==> config.mk <==
export PLATFORM = sky130hd
export DESIGN_NAME = tty_console
export DESIGN_NICKNAME = d
export VERILOG_FILES = /design/src/common/tty_pkg.sv /design/src/hdl/tty_apb_regs.sv /design/src/hdl/tty_console.sv /design/src/tty_rx/tty_rx.sv /design/src/tty_tx/tty_tx.sv
export SDC_FILE = /design/constraint.sdc
export NUM_CORES = 1
export LEC_CHECK = 0
export BUFFER_PORTS_ARGS = -buffer_cell sky130_fd_sc_hd__buf_2
export CORE_MARGIN = 2
export CORE_UTILIZATION = 53
export CTS_CLUSTER_DIAMETER = 50
export DETAILED_ROUTE_END_ITERATION = 16
export PLACE_DENSITY = 0.83
export SLEW_MARGIN = 25
export SYNTH_ARGS = -nofsm -noshare
export SYNTH_HDL_FRONTEND = slang
export SYNTH_SLANG_ARGS = --single-unit
==> constraint.sdc <==
create_clock -name clk100 -period 2.3 [get_ports clk100]
set_input_delay 0.115 -clock clk100 [delete_from_list [all_inputs] [get_ports clk100]]
set_output_delay 0.115 -clock clk100 [all_outputs]
set_load 0.03 [all_outputs]
==> src/common/tty_pkg.sv <==
`default_nettype none

package tty_pkg;

  // widths of the values moved between the blocks
  localparam int word_width = 12;
  localparam int char_width = 8;
  localparam int apb_addr_width = 4;
  localparam int apb_data_width = 32;

  // accumulator word as written by the processor side
  typedef logic [word_width-1:0] word_t;
  // one serial character
  typedef logic [char_width-1:0] char_t;
  typedef logic [apb_addr_width-1:0] apb_addr_t;
  typedef logic [apb_data_width-1:0] apb_data_t;

  // line rate kept high so a character takes a few hundred clocks
  localparam int clock_frequency = 100_000_000;
  localparam int baud_rate = 6_250_000;
  localparam int bit_period = clock_frequency / baud_rate;

  // counter wide enough to hold a whole bit period
  localparam int period_width = $clog2(bit_period + 1);
  typedef logic [period_width-1:0] period_t;

  // reload values for the down counters
  localparam period_t period_last = period_t'(bit_period - 1);
  localparam period_t half_period_last = period_t'(bit_period / 2 - 1);

  // register offsets on the APB side
  localparam apb_addr_t addr_status = 4'h0;
  localparam apb_addr_t addr_control = 4'h4;
  localparam apb_addr_t addr_kbd_data = 4'h8;
  localparam apb_addr_t addr_caf = 4'hC;

  // status word bits
  localparam int status_tx_flag = 0;
  localparam int status_kbd_flag = 1;
  localparam int status_framing_error = 2;

  // control word bits, write only
  localparam int ctl_set_tx_flag = 0;
  localparam int ctl_clear_tx_flag = 1;
  localparam int ctl_clear_kbd_flag = 2;

endpackage

`default_nettype wire

==> src/hdl/tty_apb_regs.sv <==
`default_nettype none

module tty_apb_regs (
  input  logic               clk100,
  input  logic               reset,
  input  logic               psel,
  input  logic               penable,
  input  logic               pwrite,
  input  tty_pkg::apb_addr_t paddr,
  input  tty_pkg::apb_data_t pwdata,
  output tty_pkg::apb_data_t prdata,
  output logic               pready,
  output logic               pslverr,
  input  logic               tx_flag,
  input  logic               kbd_flag,
  input  logic               framing_error,
  input  tty_pkg::char_t     kbd_char,
  output logic               load,
  output tty_pkg::word_t     tx_char,
  output logic               tx_set_flag,
  output logic               tx_clear_flag,
  output logic               kbd_clear_flag,
  output logic               clear
);
  import tty_pkg::*;

  logic       access;
  logic       wr;
  logic       rd;
  logic       legal;
  logic       wr_status;
  logic       wr_control;
  logic [4:0] cmd;

  // second cycle of a transfer, never any wait states
  assign access = psel && penable;
  assign wr = access && pwrite;
  assign rd = access && !pwrite;
  assign pready = access;

  assign wr_status = wr && (paddr == addr_status);
  assign wr_control = wr && (paddr == addr_control);

  // which offset takes which direction
  always_comb begin
    case (paddr)
      addr_status:   legal = 1'b1;
      addr_control:  legal = pwrite;
      addr_kbd_data: legal = !pwrite;
      addr_caf:      legal = pwrite;
      default:       legal = 1'b0;
    endcase
  end

  assign pslverr = access && !legal;

  // read mux
  always_comb begin
    prdata = '0;
    case (paddr)
      addr_status: begin
        prdata[status_tx_flag] = tx_flag;
        prdata[status_kbd_flag] = kbd_flag;
        prdata[status_framing_error] = framing_error;
      end
      addr_kbd_data: begin
        prdata[char_width-1:0] = kbd_char;
      end
      default: begin
        prdata = '0;
      end
    endcase
  end

  // command pulses, one clock each, a cycle after the access
  always_ff @(posedge clk100) begin
    if (reset) begin
      load <= 1'b0;
      tx_set_flag <= 1'b0;
      tx_clear_flag <= 1'b0;
      kbd_clear_flag <= 1'b0;
      clear <= 1'b0;
    end else begin
      // TLS
      load <= wr_status;
      tx_set_flag <= wr_control && pwdata[ctl_set_tx_flag];
      tx_clear_flag <= wr_control && pwdata[ctl_clear_tx_flag];
      // KRB read also drops the keyboard flag
      kbd_clear_flag <= (wr_control && pwdata[ctl_clear_kbd_flag]) ||
                        (rd && paddr == addr_kbd_data);
      // CAF
      clear <= wr && (paddr == addr_caf);
    end
  end

  // accumulator word travels with the load pulse
  always_ff @(posedge clk100) begin
    if (wr_status) begin
      tx_char <= pwdata[word_width-1:0];
    end
  end

  assign cmd = {load, tx_set_flag, tx_clear_flag, kbd_clear_flag, clear};

  // no command pulse is ever two clocks long
  assert property (@(posedge clk100) disable iff (reset)
    (cmd & $past(cmd)) == '0);

endmodule

`default_nettype wire

==> src/hdl/tty_console.sv <==
`default_nettype none

module tty_console (
  input  logic               clk100,
  input  logic               reset,
  input  logic               psel,
  input  logic               penable,
  input  logic               pwrite,
  input  tty_pkg::apb_addr_t paddr,
  input  tty_pkg::apb_data_t pwdata,
  output tty_pkg::apb_data_t prdata,
  output logic               pready,
  output logic               pslverr,
  input  logic               rxd,
  output logic               txd
);
  import tty_pkg::*;

  // register block to printer
  logic  load;
  word_t tx_char;
  logic  tx_set_flag;
  logic  tx_clear_flag;
  logic  clear;
  // keyboard side
  logic  kbd_clear_flag;
  logic  kbd_flag;
  char_t kbd_char;
  logic  framing_error;
  logic  tx_flag;

  // stands in for the IOT decode of devices 03 and 04
  tty_apb_regs regs_i (
    .clk100         (clk100),
    .reset          (reset),
    .psel           (psel),
    .penable        (penable),
    .pwrite         (pwrite),
    .paddr          (paddr),
    .pwdata         (pwdata),
    .prdata         (prdata),
    .pready         (pready),
    .pslverr        (pslverr),
    .tx_flag        (tx_flag),
    .kbd_flag       (kbd_flag),
    .framing_error  (framing_error),
    .kbd_char       (kbd_char),
    .load           (load),
    .tx_char        (tx_char),
    .tx_set_flag    (tx_set_flag),
    .tx_clear_flag  (tx_clear_flag),
    .kbd_clear_flag (kbd_clear_flag),
    .clear          (clear)
  );

  // teleprinter
  tty_tx tx_i (
    .clk100     (clk100),
    .reset      (reset),
    .clear      (clear),
    .char       (tx_char),
    .load       (load),
    .clear_flag (tx_clear_flag),
    .set_flag   (tx_set_flag),
    .flag       (tx_flag),
    .tx         (txd)
  );

  // keyboard
  tty_rx rx_i (
    .clk100        (clk100),
    .reset         (reset),
    .clear         (clear),
    .clear_flag    (kbd_clear_flag),
    .rx            (rxd),
    .flag          (kbd_flag),
    .char          (kbd_char),
    .framing_error (framing_error)
  );

endmodule

`default_nettype wire

==> src/tty_rx/tty_rx.sv <==
`default_nettype none

module tty_rx (
  input  logic           clk100,
  input  logic           reset,
  input  logic           clear,
  input  logic           clear_flag,
  input  logic           rx,
  output logic           flag,
  output tty_pkg::char_t char,
  output logic           framing_error
);
  import tty_pkg::*;

  typedef enum logic [1:0] {
    idle,
    start,
    data,
    stop
  } rx_state_t;

  rx_state_t  state;
  period_t    period_cntr;
  logic [2:0] bit_cnt;
  char_t      shifter;
  logic       rx_meta;
  logic       rx_sync;
  logic       rx_prev;
  logic       fall;
  logic       sample;

  // line idles at mark, a falling edge is a possible start bit
  assign fall = rx_prev && !rx_sync;
  // middle of the current bit
  assign sample = (period_cntr == '0);

  // two flop synchroniser plus one more stage for edge detection
  always_ff @(posedge clk100) begin
    if (reset) begin
      rx_meta <= 1'b1;
      rx_sync <= 1'b1;
      rx_prev <= 1'b1;
    end else begin
      rx_meta <= rx;
      rx_sync <= rx_meta;
      rx_prev <= rx_sync;
    end
  end

  // data bits arrive lsb first
  always_ff @(posedge clk100) begin
    if (state == data && sample) begin
      shifter <= {rx_sync, shifter[char_width-1:1]};
    end
  end

  // held character, overwritten even if the flag is still up
  always_ff @(posedge clk100) begin
    if (state == stop && sample) begin
      char <= shifter;
    end
  end

  always_ff @(posedge clk100) begin
    if (reset || clear) begin
      state <= idle;
      period_cntr <= '0;
      bit_cnt <= '0;
      flag <= 1'b0;
      framing_error <= 1'b0;
    end else begin
      if (clear_flag) begin
        flag <= 1'b0;
      end
      if (state != idle && !sample) begin
        period_cntr <= period_cntr - 1'b1;
      end

      case (state)
        idle: begin
          // half a bit to reach the middle of the start bit
          if (fall) begin
            state <= start;
            period_cntr <= half_period_last;
          end
        end
        start: begin
          if (sample) begin
            if (!rx_sync) begin
              state <= data;
              period_cntr <= period_last;
              bit_cnt <= '0;
            end else begin
              // glitch, line went back to mark
              state <= idle;
            end
          end
        end
        data: begin
          if (sample) begin
            period_cntr <= period_last;
            if (bit_cnt == 3'd7) begin
              state <= stop;
            end else begin
              bit_cnt <= bit_cnt + 3'd1;
            end
          end
        end
        stop: begin
          if (sample) begin
            // character is in, a low stop bit is a framing error
            flag <= 1'b1;
            framing_error <= !rx_sync;
            state <= idle;
          end
        end
        default: begin
          state <= idle;
        end
      endcase
    end
  end

  // keyboard flag only comes up from a completed frame
  assert property (@(posedge clk100) disable iff (reset)
    $rose(flag) |-> $past(state == stop));

endmodule

`default_nettype wire

==> src/tty_tx/tty_tx.sv <==
`default_nettype none

module tty_tx (
  input  logic           clk100,
  input  logic           reset,
  input  logic           clear,
  input  tty_pkg::word_t char,
  input  logic           load,
  input  logic           clear_flag,
  input  logic           set_flag,
  output logic           flag,
  output logic           tx
);
  import tty_pkg::*;

  // order matters, the data states are stepped by adding one
  typedef enum logic [3:0] {
    idle,
    start,
    bit0,
    bit1,
    bit2,
    bit3,
    bit4,
    bit5,
    bit6,
    bit7,
    stop1,
    stop2
  } tx_state_t;

  tx_state_t state;
  period_t   period_cntr;
  char_t     tto;
  logic      loaded;
  logic      load_ok;
  logic      bit_done;

  // loads only land between characters and only one is held
  assign load_ok = load && !loaded && (state == idle || state == stop1 || state == stop2);
  // everything happens at the end of a state
  assign bit_done = (period_cntr == '0);

  // character shift copy
  // bit 0 leaves first, the top fills with mark
  always_ff @(posedge clk100) begin
    if (load_ok) begin
      tto <= char[char_width-1:0];
    end else if (bit_done && state inside {[start:bit6]}) begin
      tto <= {1'b1, tto[char_width-1:1]};
    end
  end

  always_ff @(posedge clk100) begin
    if (reset || clear) begin
      state <= idle;
      period_cntr <= period_t'(1);
      loaded <= 1'b0;
      flag <= 1'b0;
      tx <= 1'b1;
    end else begin
      // flag control from the register block
      if (clear_flag) begin
        flag <= 1'b0;
      end
      if (set_flag) begin
        flag <= 1'b1;
      end
      // a new character means printer busy
      if (load_ok) begin
        flag <= 1'b0;
        loaded <= 1'b1;
      end

      period_cntr <= period_cntr - 1'b1;

      if (bit_done) begin
        case (state)
          idle: begin
            if (loaded) begin
              // start bit goes on the line with the state change
              state <= start;
              period_cntr <= period_last;
              flag <= 1'b0;
              tx <= 1'b0;
            end else begin
              // poll again in two clocks
              period_cntr <= period_t'(1);
            end
          end
          start: begin
            // buffer free again once the start bit is done
            loaded <= 1'b0;
            state <= bit0;
            period_cntr <= period_last;
            tx <= tto[0];
          end
          bit0, bit1, bit2, bit3, bit4, bit5, bit6: begin
            state <= tx_state_t'(state + 4'd1);
            period_cntr <= period_last;
            tx <= tto[0];
          end
          bit7: begin
            // flag marks the last data bit, two stop bits still to go
            state <= stop1;
            period_cntr <= period_last;
            flag <= 1'b1;
            tx <= 1'b1;
          end
          stop1: begin
            state <= stop2;
            period_cntr <= period_last;
          end
          stop2: begin
            // a held load is picked up from idle
            state <= idle;
            period_cntr <= period_t'(1);
          end
          default: begin
            state <= idle;
            period_cntr <= period_t'(1);
            tx <= 1'b1;
          end
        endcase
      end
    end
  end

  // line is at space for the whole start bit
  assert property (@(posedge clk100) disable iff (reset)
    state == start |-> !tx);

  // the buffer stays empty while data bits go out
  assert property (@(posedge clk100) disable iff (reset)
    state inside {[bit0:bit7]} |-> !loaded);

endmodule

`default_nettype wire
==> impl_metrics.json, run 1 <==
{
  "yosys_warnings": 0,
  "tritoncts": "done",
  "overflow": 0,
  "async_reset_ff_share_pct": 0,
  "cts_max_path_buffers": 2,
  "synth_fa_ha_area_share_pct": 5.11,
  "clockPowerShare_pct": 39.6,
  "yosys.area_share.simple_pct": 17.5,
  "synth-compound-area-share_pct": 12.0,
  "synthFlopType": "edfxtp_1",
  "worst_pin_slew_ns": 0.824,
  "synth.avg_cell_area_um2": 10.9,
  "drv_cap": 0,
  "dp_hpwl_um": 4050,
  "routedWlPerCell_um": 15.3,
  "start_util_pct": 54.4,
  "layout_common_cells": "32 x dfxtp_1, 32 x edfxtp_1, 28 x buf_2, 24 x conb_1, 19 x nor2_1",
  "place_area_mm2": 0.00335,
  "port_buffers": 28,
  "synth_top_family_by_area": "simple AND/OR/NAND/NOR gates",
  "critical_path_class": "reg -> reg",
  "wirelength_met1_um": 2670,
  "routabilityCongestion": 0.898,
  "maxSlewHeadroom_pct": 44.9,
  "synthXorXnorAreaFrac_pct": 0.275,
  "area_growth_pct": 16.4,
  "status": "finished clean",
  "cts_setup_buffers": 0,
  "p_sw_mw": 0.716,
  "drive_above_1_share_pct": 21.3,
  "seqPwrFrac_pct": 46.8,
  "clk_pin_slew_ns": 0.08,
  "die_x_um": 81.5,
  "cp_max_fo": 8,
  "power.leakage_nw": 1.52,
  "grt_pass1_wl_um": 10300,
  "hp-class": "in -> reg",
  "met2_length_um": 3200,
  "synth_seq_cells": 64,
  "ant_nets": 0,
  "nets": 398,
  "crit_arrival_ns": 2.26,
  "p_per_area_mw_per_mm2": 731,
  "drtIter0Drc": 100,
  "htreeDepth": 3,
  "io_pins": 77,
  "start_kind": "register",
  "hold_start": "paddr[2]",
  "period_share_pct": 94.6,
  "combPwrFrac_pct": 13.6,
  "synth_area_mm2": 0.00318,
  "wl_met3_um": 351,
  "synthMuxAreaShare_pct": 5.82,
  "totalWireLength_um": 6480,
  "fp.dieArea_mm2": 0.00664,
  "r2r_start": "tx_i.state[0]",
  "syn_inst": 293,
  "first_global_vias": 2217,
  "viasPerCell": 5.55,
  "dp_cells": 396,
  "setup_viol": 0,
  "cp-startpoint": "tx_i.state[0]",
  "ys_seq_area_share_pct": 50.4,
  "synth_edf_count": 32,
  "hold_viol": 0,
  "drv_slew": 0,
  "num_rows": 28,
  "tns_ns": 0,
  "clock-sinks": 64,
  "antenna_found_initial": 0,
  "grt_use_total_pct": 20.7,
  "fin_cells": 423,
  "required_ns": 2.38,
  "cts-root-buf": "clkbuf_8",
  "vias": 2347,
  "fin_area_mm2": 0.00370,
  "highest_layer": "met4",
  "core_mm2": 0.00585,
  "die_height_um": 81.5,
  "crit_path_end_kind": "register",
  "insertion_delay_ns": 0.34,
  "cts_made_buffers": 9,
  "diodes": 0,
  "irDropWorstVdd_mv": 0.463,
  "p_sw_share_pct": 26.5,
  "drc_errors": 0,
  "yosysUniqueCellTypes": 58,
  "fin_skew_ns": 0.0105,
  "internal_power_mw": 1.99,
  "period_needed_ns": 2.18,
  "max_freq_mhz": 460,
  "grt_max_degree": 20,
  "first_pass_iters": 5
}
## what timing repair did
action	in CTS	in global routing
endpoints found under the hold margin	11	0
endpoints found under the setup margin	0	15
hold buffers	11	0
resized for setup	0	4
## worst paths after layout
check                        endpoint  slack, ns  cells past startpoint
setup reg to reg          tx_i.tto[3]       0.12                      7
hold reg to reg   tx_i.period_cntr[0]       0.41                      1
setup / recovery          tx_i.tto[3]       0.12                      7
hold / removal            regs_i.load       0.05                      2
## cell type report
cell class / count / area (um^2)
clock buffers: 10 / 128
clock inverters: 6 / 92.6
fillers: 436 / 2150
inverters: 13 / 48.8
multi-input cells: 206 / 1410
flip-flops and latches: 64 / 1600
well taps: 75 / 93.8
repair buffers: 49 / 325
## stage by stage
step           setup slack (ns)  util, %  hold WS, ns  power [mW]
3_5_place_dp             0.0744     57.2        0.294        1.64
5_1_grt                -0.00552     63.3       0.0524        2.81
6_report                  0.124     63.3       0.0510        2.70
3_3_place_gp              0.130     57.2        0.292        1.63
2_1_floorplan             0.194        -        0.191        1.58
4_1_cts                  0.0280     62.8       0.0558        2.71
## state kept, by name, summed over array words and instances, names as in the netlist, 3 cells and up, named ones only
name	flops
rx_i.bit_cnt	3
regs_i.tx_char	8
tx_i.tto	8
tx_i.period_cntr	5
rx_i.char	8
rx_i.period_cntr	5
rx_i.shifter	8
tx_i.state	4
## synthesized netlist by cell type, types with 2 or more instances
library cell / instances / area share [%]
or4_1: 3 / 0.71
nand3b_1: 3 / 0.71
nand2_1: 11 / 1.3
a21oi_1: 11 / 1.7
buf_4: 24 / 5.7
a211o_1: 2 / 0.55
o211ai_1: 3 / 0.71
nor2_1: 19 / 2.2
mux2i_1: 8 / 2.5
clkbuf_1: 5 / 0.59
ha_1: 13 / 5.1
or3_1: 2 / 0.39
nor3_1: 10 / 1.6
nand3_1: 6 / 0.94
and2_1: 6 / 1.2
and3_1: 7 / 1.4
o32ai_1: 2 / 0.55
buf_6: 2 / 0.71
nor2b_1: 3 / 0.59
o21a_1: 4 / 0.94
or2_2: 5 / 0.98
a211oi_1: 6 / 1.4
edfxtp_1: 32 / 30
dfxtp_1: 32 / 20
nand2b_1: 6 / 1.2
nor4b_2: 2 / 0.94
o21ai_1: 8 / 1.3
inv_1: 12 / 1.4
mux2_4: 7 / 3.3
a32o_1: 2 / 0.63
o21ai_0: 6 / 0.94
nor4_1: 4 / 0.79
nor4b_1: 2 / 0.55
## cells by family after synthesis
group	count (synthesis)
and+or+nand+nor	97
DFF	64
AOI/OAI and AO/OA	56
buffers and inverters	46
muxes	15
adders and majority gates	13
other	1
xor gates and xnor gates	1
## critical path, cell delays in order, from the launching register on
cell and delay, ns:
dfxtp_1 0.35, inv_2 0.12, ha_1 0.20, nor2_2 0.09
a2111oi_4 0.37, and2b_1 0.23, buf_4 0.22, mux2_4 0.32
## per-layer routing
layer	up-vias	GRT usage (%)
li1	1123	-
met5	-	0
met3	25	6.70
met1	1106	24.7
met2	93	33.9
met4	0	9.66
## power by group through the flow
| stage | Clock (mW) | Sequential [mW] | Combinational (mW) |
|---|---|---|---|
| after floorplan | 0 | 1.28 | 0.301 |
| after global routing | 1.13 | 1.27 | 0.414 |
| after global placement | 0 | 1.29 | 0.343 |
| after detailed placement | 0 | 1.29 | 0.350 |
| after CTS | 1.08 | 1.26 | 0.365 |
| final | 1.07 | 1.26 | 0.369 |
No activity file was read; power rests on OpenSTA's default activity.
==> inputs of run 2 (changes only) <==
--- a/config.mk
+++ b/config.mk
@@ -6,9 +6,11 @@
 export NUM_CORES = 1
 export LEC_CHECK = 0
 export BUFFER_PORTS_ARGS = -buffer_cell sky130_fd_sc_hd__buf_2
+export CORE_ASPECT_RATIO = 1.75
 export CORE_MARGIN = 2
 export CORE_UTILIZATION = 53
 export CTS_CLUSTER_DIAMETER = 50
+export CTS_CLUSTER_SIZE = 8
 export DETAILED_ROUTE_END_ITERATION = 16
 export PLACE_DENSITY = 0.83
 export SLEW_MARGIN = 25
==> run 2 against run 1 <==
Compared with the run above: die area up 0.37%; first-iteration DRC count increased by 25%; utilization grew 0.25 points; cell count is 0.71% higher; design area up 0.10%; largest cell class unchanged; via count shrank 1.1%; largest power group unchanged.
==> impl_metrics.json, run 2 (synthesized netlist as in run 1, its figures left out) <==
{
  "cp_slowest_stage_delay_ns": 0.38,
  "grt_use_total_pct": 21.6,
  "grt_pass1_wl_um": 10900,
  "layout_common_cells": "32 x dfxtp_1, 32 x edfxtp_1, 28 x buf_2, 24 x conb_1, 19 x nor2_1",
  "irDropWorstVdd_mv": 0.529,
  "power.leakage_nw": 1.53,
  "vias": 2321,
  "path_cells": "inv_1 -> ha_2 -> nor2_1 -> a2111oi_2 -> and2b_1 -> buf_4 -> mux2_4",
  "io_pins": 77,
  "drc_errors": 0,
  "clockPowerShare_pct": 41.9,
  "seqPwrFrac_pct": 44.7,
  "totalWireLength_um": 6830,
  "drtIter0Drc": 125,
  "start_kind": "register",
  "crit_arrival_ns": 2.25,
  "first_pass_iters": 4,
  "hp-class": "in -> reg",
  "viasPerCell": 5.45,
  "overflow": 0,
  "critical_path_class": "reg -> reg",
  "drv_slew": 0,
  "first_global_vias": 2323,
  "reg2regPathDepth": 7,
  "grt_max_degree": 13,
  "antenna_found_initial": 0,
  "period_share_pct": 93.5,
  "area_growth_pct": 16.5,
  "cp_max_fo": 9,
  "crit_path_end_kind": "register",
  "cts_made_buffers": 9,
  "hold_start": "paddr[2]",
  "period_needed_ns": 2.15,
  "diodes": 0,
  "crit_family": "compound AO/OA/AOI/OAI gates",
  "critPathBufInv": 2,
  "p_sw_share_pct": 26.1,
  "htreeDepth": 3,
  "whs_ns": 0.0440,
  "clk_pin_slew_ns": 0.08,
  "cts-root-buf": "clkbuf_8",
  "rsz0062_at_grt": "no",
  "max_freq_mhz": 465,
  "min_to": "regs_i.load",
  "routabilityCongestion": 0.939,
  "p_per_area_mw_per_mm2": 765,
  "insertion_delay_ns": 0.35,
  "p_sw_mw": 0.739,
  "core_mm2": 0.00583,
  "die_height_um": 106,
  "routedWlPerCell_um": 16.0,
  "fill_cells": 443,
  "setup_viol": 0,
  "combPwrFrac_pct": 13.3,
  "num_rows": 37,
  "maxSlewHeadroom_pct": 48.0,
  "r2r-end": "tx_i.tto[2]",
  "r2r_slack_ns": 0.15,
  "nets": 398,
  "hold-path-cell-count": 2,
  "tns_ns": 0,
  "hold_viol": 0,
  "fin_skew_ns": 0.0154,
  "port_buffers": 28,
  "dp_hpwl_um": 4340,
  "internal_power_mw": 2.09,
  "tritoncts": "done",
  "die_x_um": 62.6,
  "drive_above_1_share_pct": 21.0,
  "cts_max_path_buffers": 2,
  "clock-sinks": 64,
  "status": "finished clean",
  "required_ns": 2.40,
  "slowest_stage": "a2111oi_2",
  "worst_pin_slew_ns": 0.777,
  "fp.dieArea_mm2": 0.00666,
  "r2r_start": "tx_i.state[0]",
  "start_util_pct": 54.5,
  "drv_cap": 0,
  "ant_nets": 0
}
==> run 2: per-stage QoR <==
stage               worst slack (ns)  std cells  total power [mW]  instance area [um^2]  utilization [%]
floorplan                      0.194        316              1.58                  3270                -
global placement               0.199        399              1.63                  3350             57.4
detailed placement             0.134        399              1.65                  3350             57.4
CTS                            0.106        426              2.82                  3700             63.5
global route                  0.0545        426              2.93                  3700             63.5
finish                         0.150        426              2.83                  3700             63.5
==> run 2: repair_timing <==
| action | in CTS | in global routing |
|---|---|---|
| resized for setup | 0 | 1 |
| hold buffers | 11 | 0 |
| hold endpoints to repair | 12 | 0 |
| buffers inserted | 0 | 0 |
| endpoints found under the setup margin | 0 | 3 |
==> run 2: layout make-up <==
class	count	area, um^2	area share (%)
tap	78	97.6	2.63
multi-input combinational	206	1390	37.5
clock inverter	7	119	3.21
clock buffer	9	124	3.34
sequential	64	1600	43.2
timing repair buffer	49	325	8.78
inverter	13	48.8	1.32
==> run 2: power by group through the flow <==
| stage | clock (mW) | sequential, mW | combinational, mW |
|---|---|---|---|
| 3_3_place_gp | 0 | 1.29 | 0.345 |
| 4_1_cts | 1.18 | 1.27 | 0.371 |
| 5_1_grt | 1.24 | 1.27 | 0.420 |
| 6_report | 1.19 | 1.27 | 0.377 |
| 2_1_floorplan | 0 | 1.28 | 0.301 |
| 3_5_place_dp | 0 | 1.29 | 0.353 |
==> run 2: worst max-delay path by stage <==
stage | depth (start not counted) | to | startpoint
detailed placement | 7 | tx_i.tto[0] | tx_i.state[0]
finish | 7 | tx_i.tto[2] | tx_i.state[0]
global route | 7 | tx_i.tto[1] | tx_i.state[0]
CTS | 7 | tx_i.tto[0] | tx_i.state[0]
global placement | 7 | tx_i.tto[5] | tx_i.state[0]
floorplan | 7 | tx_i.tto[0] | tx_i.state[0]
==> run 2: worst register-to-register path, stage by stage (launching register included) <==
cell	delay, ns
dfxtp_1	0.35
inv_1	0.13
ha_2	0.26
nor2_1	0.07
a2111oi_2	0.38
and2b_1	0.20
buf_4	0.21
mux2_4	0.32
==> run 2: layer usage <==
| metal | vias to the layer above | wire (um) | global-route usage [%] |
|---|---|---|---|
| met1 | 1078 | 2450 | 20.6 |
| met4 | 0 | 346 | 15.1 |
| met3 | 27 | 334 | 5.93 |
| met2 | 101 | 3700 | 39.2 |
| li1 | 1115 | - | - |
| met5 | - | 0 | 0 |
==> inputs of run 3 (changes only) <==
--- a/config.mk
+++ b/config.mk
@@ -5,8 +5,9 @@
 export SDC_FILE = /design/constraint.sdc
 export NUM_CORES = 1
 export LEC_CHECK = 0
+export ABC_AREA = 1
 export BUFFER_PORTS_ARGS = -buffer_cell sky130_fd_sc_hd__buf_2
-export CORE_ASPECT_RATIO = 1.75
+export CORE_ASPECT_RATIO = 2
 export CORE_MARGIN = 2
 export CORE_UTILIZATION = 53
 export CTS_CLUSTER_DIAMETER = 50
==> run 3 against run 2 <==
Compared with the run above: the run now ends with DRC left; hold slack better by 0.0043 ns; critical endpoint unchanged; count of clock-buffer cells in the layout did not move; highest routed layer unchanged; design area rose by 0.95%; cell count increased by 13%.
==> impl_metrics.json, run 3 <==
{
  "status": "complete, but fails checks",
  "violations": "DRC",
  "seqPwrFrac_pct": 36.6,
  "critical_path_class": "reg -> reg",
  "drv_slew": 0,
  "power.leakage_nw": 1.67,
  "clk_pin_slew_ns": 0.06,
  "period_share_pct": 84.7,
  "total_power_mw": 3.76,
  "routedWlPerCell_um": 13.0,
  "fin_area_mm2": 0.00374,
  "combPwrFrac_pct": 22.0,
  "required_ns": 2.38,
  "cp_max_fo": 11,
  "internal_power_mw": 2.65,
  "first_pass_iters": 10,
  "tritoncts": "done",
  "grt_pass1_wl_um": 10600,
  "synth_commonest_cells": "78 x nand2_1, 48 x inv_1, 35 x nor2_1, 32 x dfxtp_1, 32 x edfxtp_1",
  "hp-class": "in -> reg",
  "vias": 2454,
  "critPathBufInv": 3,
  "totalWireLength_um": 6300,
  "nets": 470,
  "yosys_warnings": 0,
  "htreeDepth": 3,
  "cts_made_buffers": 9,
  "drv_cap": 0,
  "tns_ns": 0,
  "ant_nets": 0,
  "io_pins": 77,
  "fin_skew_ns": 0.00499,
  "max_freq_mhz": 513,
  "cts-root-buf": "clkbuf_16",
  "setup_viol": 0,
  "yosysUniqueCellTypes": 35,
  "clockPowerShare_pct": 41.4,
  "drc_errors": 1,
  "dp_hpwl_um": 4160,
  "hold_viol": 0,
  "cts_setup_buffers": 0,
  "setup_slack_ns": 0.352,
  "core_mm2": 0.00591,
  "cts_max_path_buffers": 2,
  "routabilityCongestion": 0.877,
  "synth_edf_count": 32,
  "period_needed_ns": 1.95,
  "pre_cts_ws_ns": 0.457,
  "p_sw_mw": 1.12,
  "insertion_delay_ns": 0.33,
  "synth.most_common_cell": "nand2_1",
  "maxSlewHeadroom_pct": 50.6,
  "fin_cells": 483,
  "layout_commonest_cell": "nand2_1",
  "crit_family": "simple AND/OR/NAND/NOR gates",
  "dp_cells": 458,
  "drive_above_1_share_pct": 16.2,
  "ys_seq_area_share_pct": 50.3,
  "grt_max_degree": 17,
  "clock-sinks": 64,
  "overflow": 0,
  "fp.dieArea_mm2": 0.00668,
  "slowest_stage": "dfxtp_1",
  "synth_seq_cells": 64,
  "async_reset_ff_share_pct": 0,
  "path_cells": "inv_1 -> ha_1 -> inv_1 -> nand2_1 -> nand2_2 -> nand2_2 -> nand3_2 -> inv_1 -> nand2_1 -> nand2_1",
  "p_sw_share_pct": 29.7,
  "cts-resized-gates": 0,
  "place_area_mm2": 0.00331,
  "synth_area_leader_cell": "edfxtp_1",
  "synth_area_mm2": 0.00319,
  "first_global_vias": 2448,
  "grt_use_total_pct": 20.7,
  "diodes": 0,
  "rsz0062_at_grt": "no",
  "layout_common_cells": "78 x nand2_1, 48 x inv_1, 35 x nor2_1, 32 x dfxtp_1, 32 x edfxtp_1",
  "crit_arrival_ns": 2.03,
  "cp_slowest_stage_delay_ns": 0.42,
  "syn_inst": 369,
  "fin_util_pct": 63.3,
  "synth_top_area_share_pct": 30.2,
  "die_height_um": 114,
  "num_rows": 40,
  "die_x_um": 58.8,
  "area_growth_pct": 17.4,
  "port_buffers": 28,
  "start_kind": "register",
  "whs_ns": 0.0483,
  "p_per_area_mw_per_mm2": 1010,
  "worst_pin_slew_ns": 0.738,
  "start_util_pct": 53.9,
  "antenna_found_initial": 0,
  "synth.area.top_cells": "edfxtp_1 30%, dfxtp_1 20%, nand2_1 9.2%",
  "viasPerCell": 5.08,
  "synth.avg_cell_area_um2": 8.63,
  "crit_path_end_kind": "register",
  "irDropWorstVdd_mv": 0.760,
  "drtIter0Drc": 145,
  "synthFlopType": "edfxtp_1"
}
[run 3: cell count changes in the layout (fill, tap and decap cells not counted), moves of 9 or more]
cell,previous run,this run
nand2_1,11,78
inv_1,12,48
nor2_1,19,35
nand3_1,6,21
a21oi_1,11,25
clkbuf_16,0,9
clkbuf_8,9,0
[run 3: metal layers]
metal / up-vias / global-route usage, % / part of all wire [%]
met5: - / 0 / 0
met2: 48 / 34.6 / 52
met4: 0 / 8.03 / 2.5
met3: 15 / 6.35 / 3.1
met1: 1150 / 24.1 / 42
li1: 1241 / - / -
[run 3: cell families after synthesis]
kind of cell	share of synthesized area (%)
flops	50.3
simple gates	23.3
other cells	0.118
xor+xnor	0.550
compound gates	8.48
fa+ha+maj	5.11
buf+inv	12.2
[run 3: final timing paths]
path | start | endpoint | slack, ns | depth (start not counted)
setup / recovery | tx_i.state[0] | tx_i.tto[2] | 0.35 | 10
hold / removal | reset | regs_i.clear | 0.05 | 2
setup reg to reg | tx_i.state[0] | tx_i.tto[2] | 0.35 | 10
hold reg to reg | tx_i.period_cntr[0] | tx_i.period_cntr[0] | 0.41 | 1
[run 3: power groups by stage]
| stage | sequential, mW | combinational [mW] | clock [mW] |
|---|---|---|---|
| after floorplan | 1.38 | 0.687 | 0 |
| after global placement | 1.40 | 0.778 | 0 |
| after detailed placement | 1.40 | 0.805 | 0 |
| after CTS | 1.38 | 0.829 | 1.57 |
| after global routing | 1.39 | 0.942 | 1.62 |
| final | 1.38 | 0.827 | 1.56 |
[run 3: layout make-up]
class / instances / area [um^2]
sequential: 64 / 1600
timing repair buffer: 39 / 245
fill: 468 / 2170
multi-input combinational: 251 / 1280
clock inverter: 7 / 119
clock buffer: 9 / 225
inverter: 50 / 188
tap: 63 / 78.8
[run 3: repair_timing]
item	CTS	global route
hold buffers	9	0
endpoints found under the hold margin	9	0
setup endpoints to repair	0	0
[run 3: worst reg2reg max path, cell delays in order, from the launching register on]
cell and delay, ns:
dfxtp_1 0.42, inv_1 0.11, ha_1 0.20, inv_1 0.12
nand2_1 0.11, nand2_2 0.10, nand2_2 0.05, nand3_2 0.19
inv_1 0.19, nand2_1 0.13, nand2_1 0.08
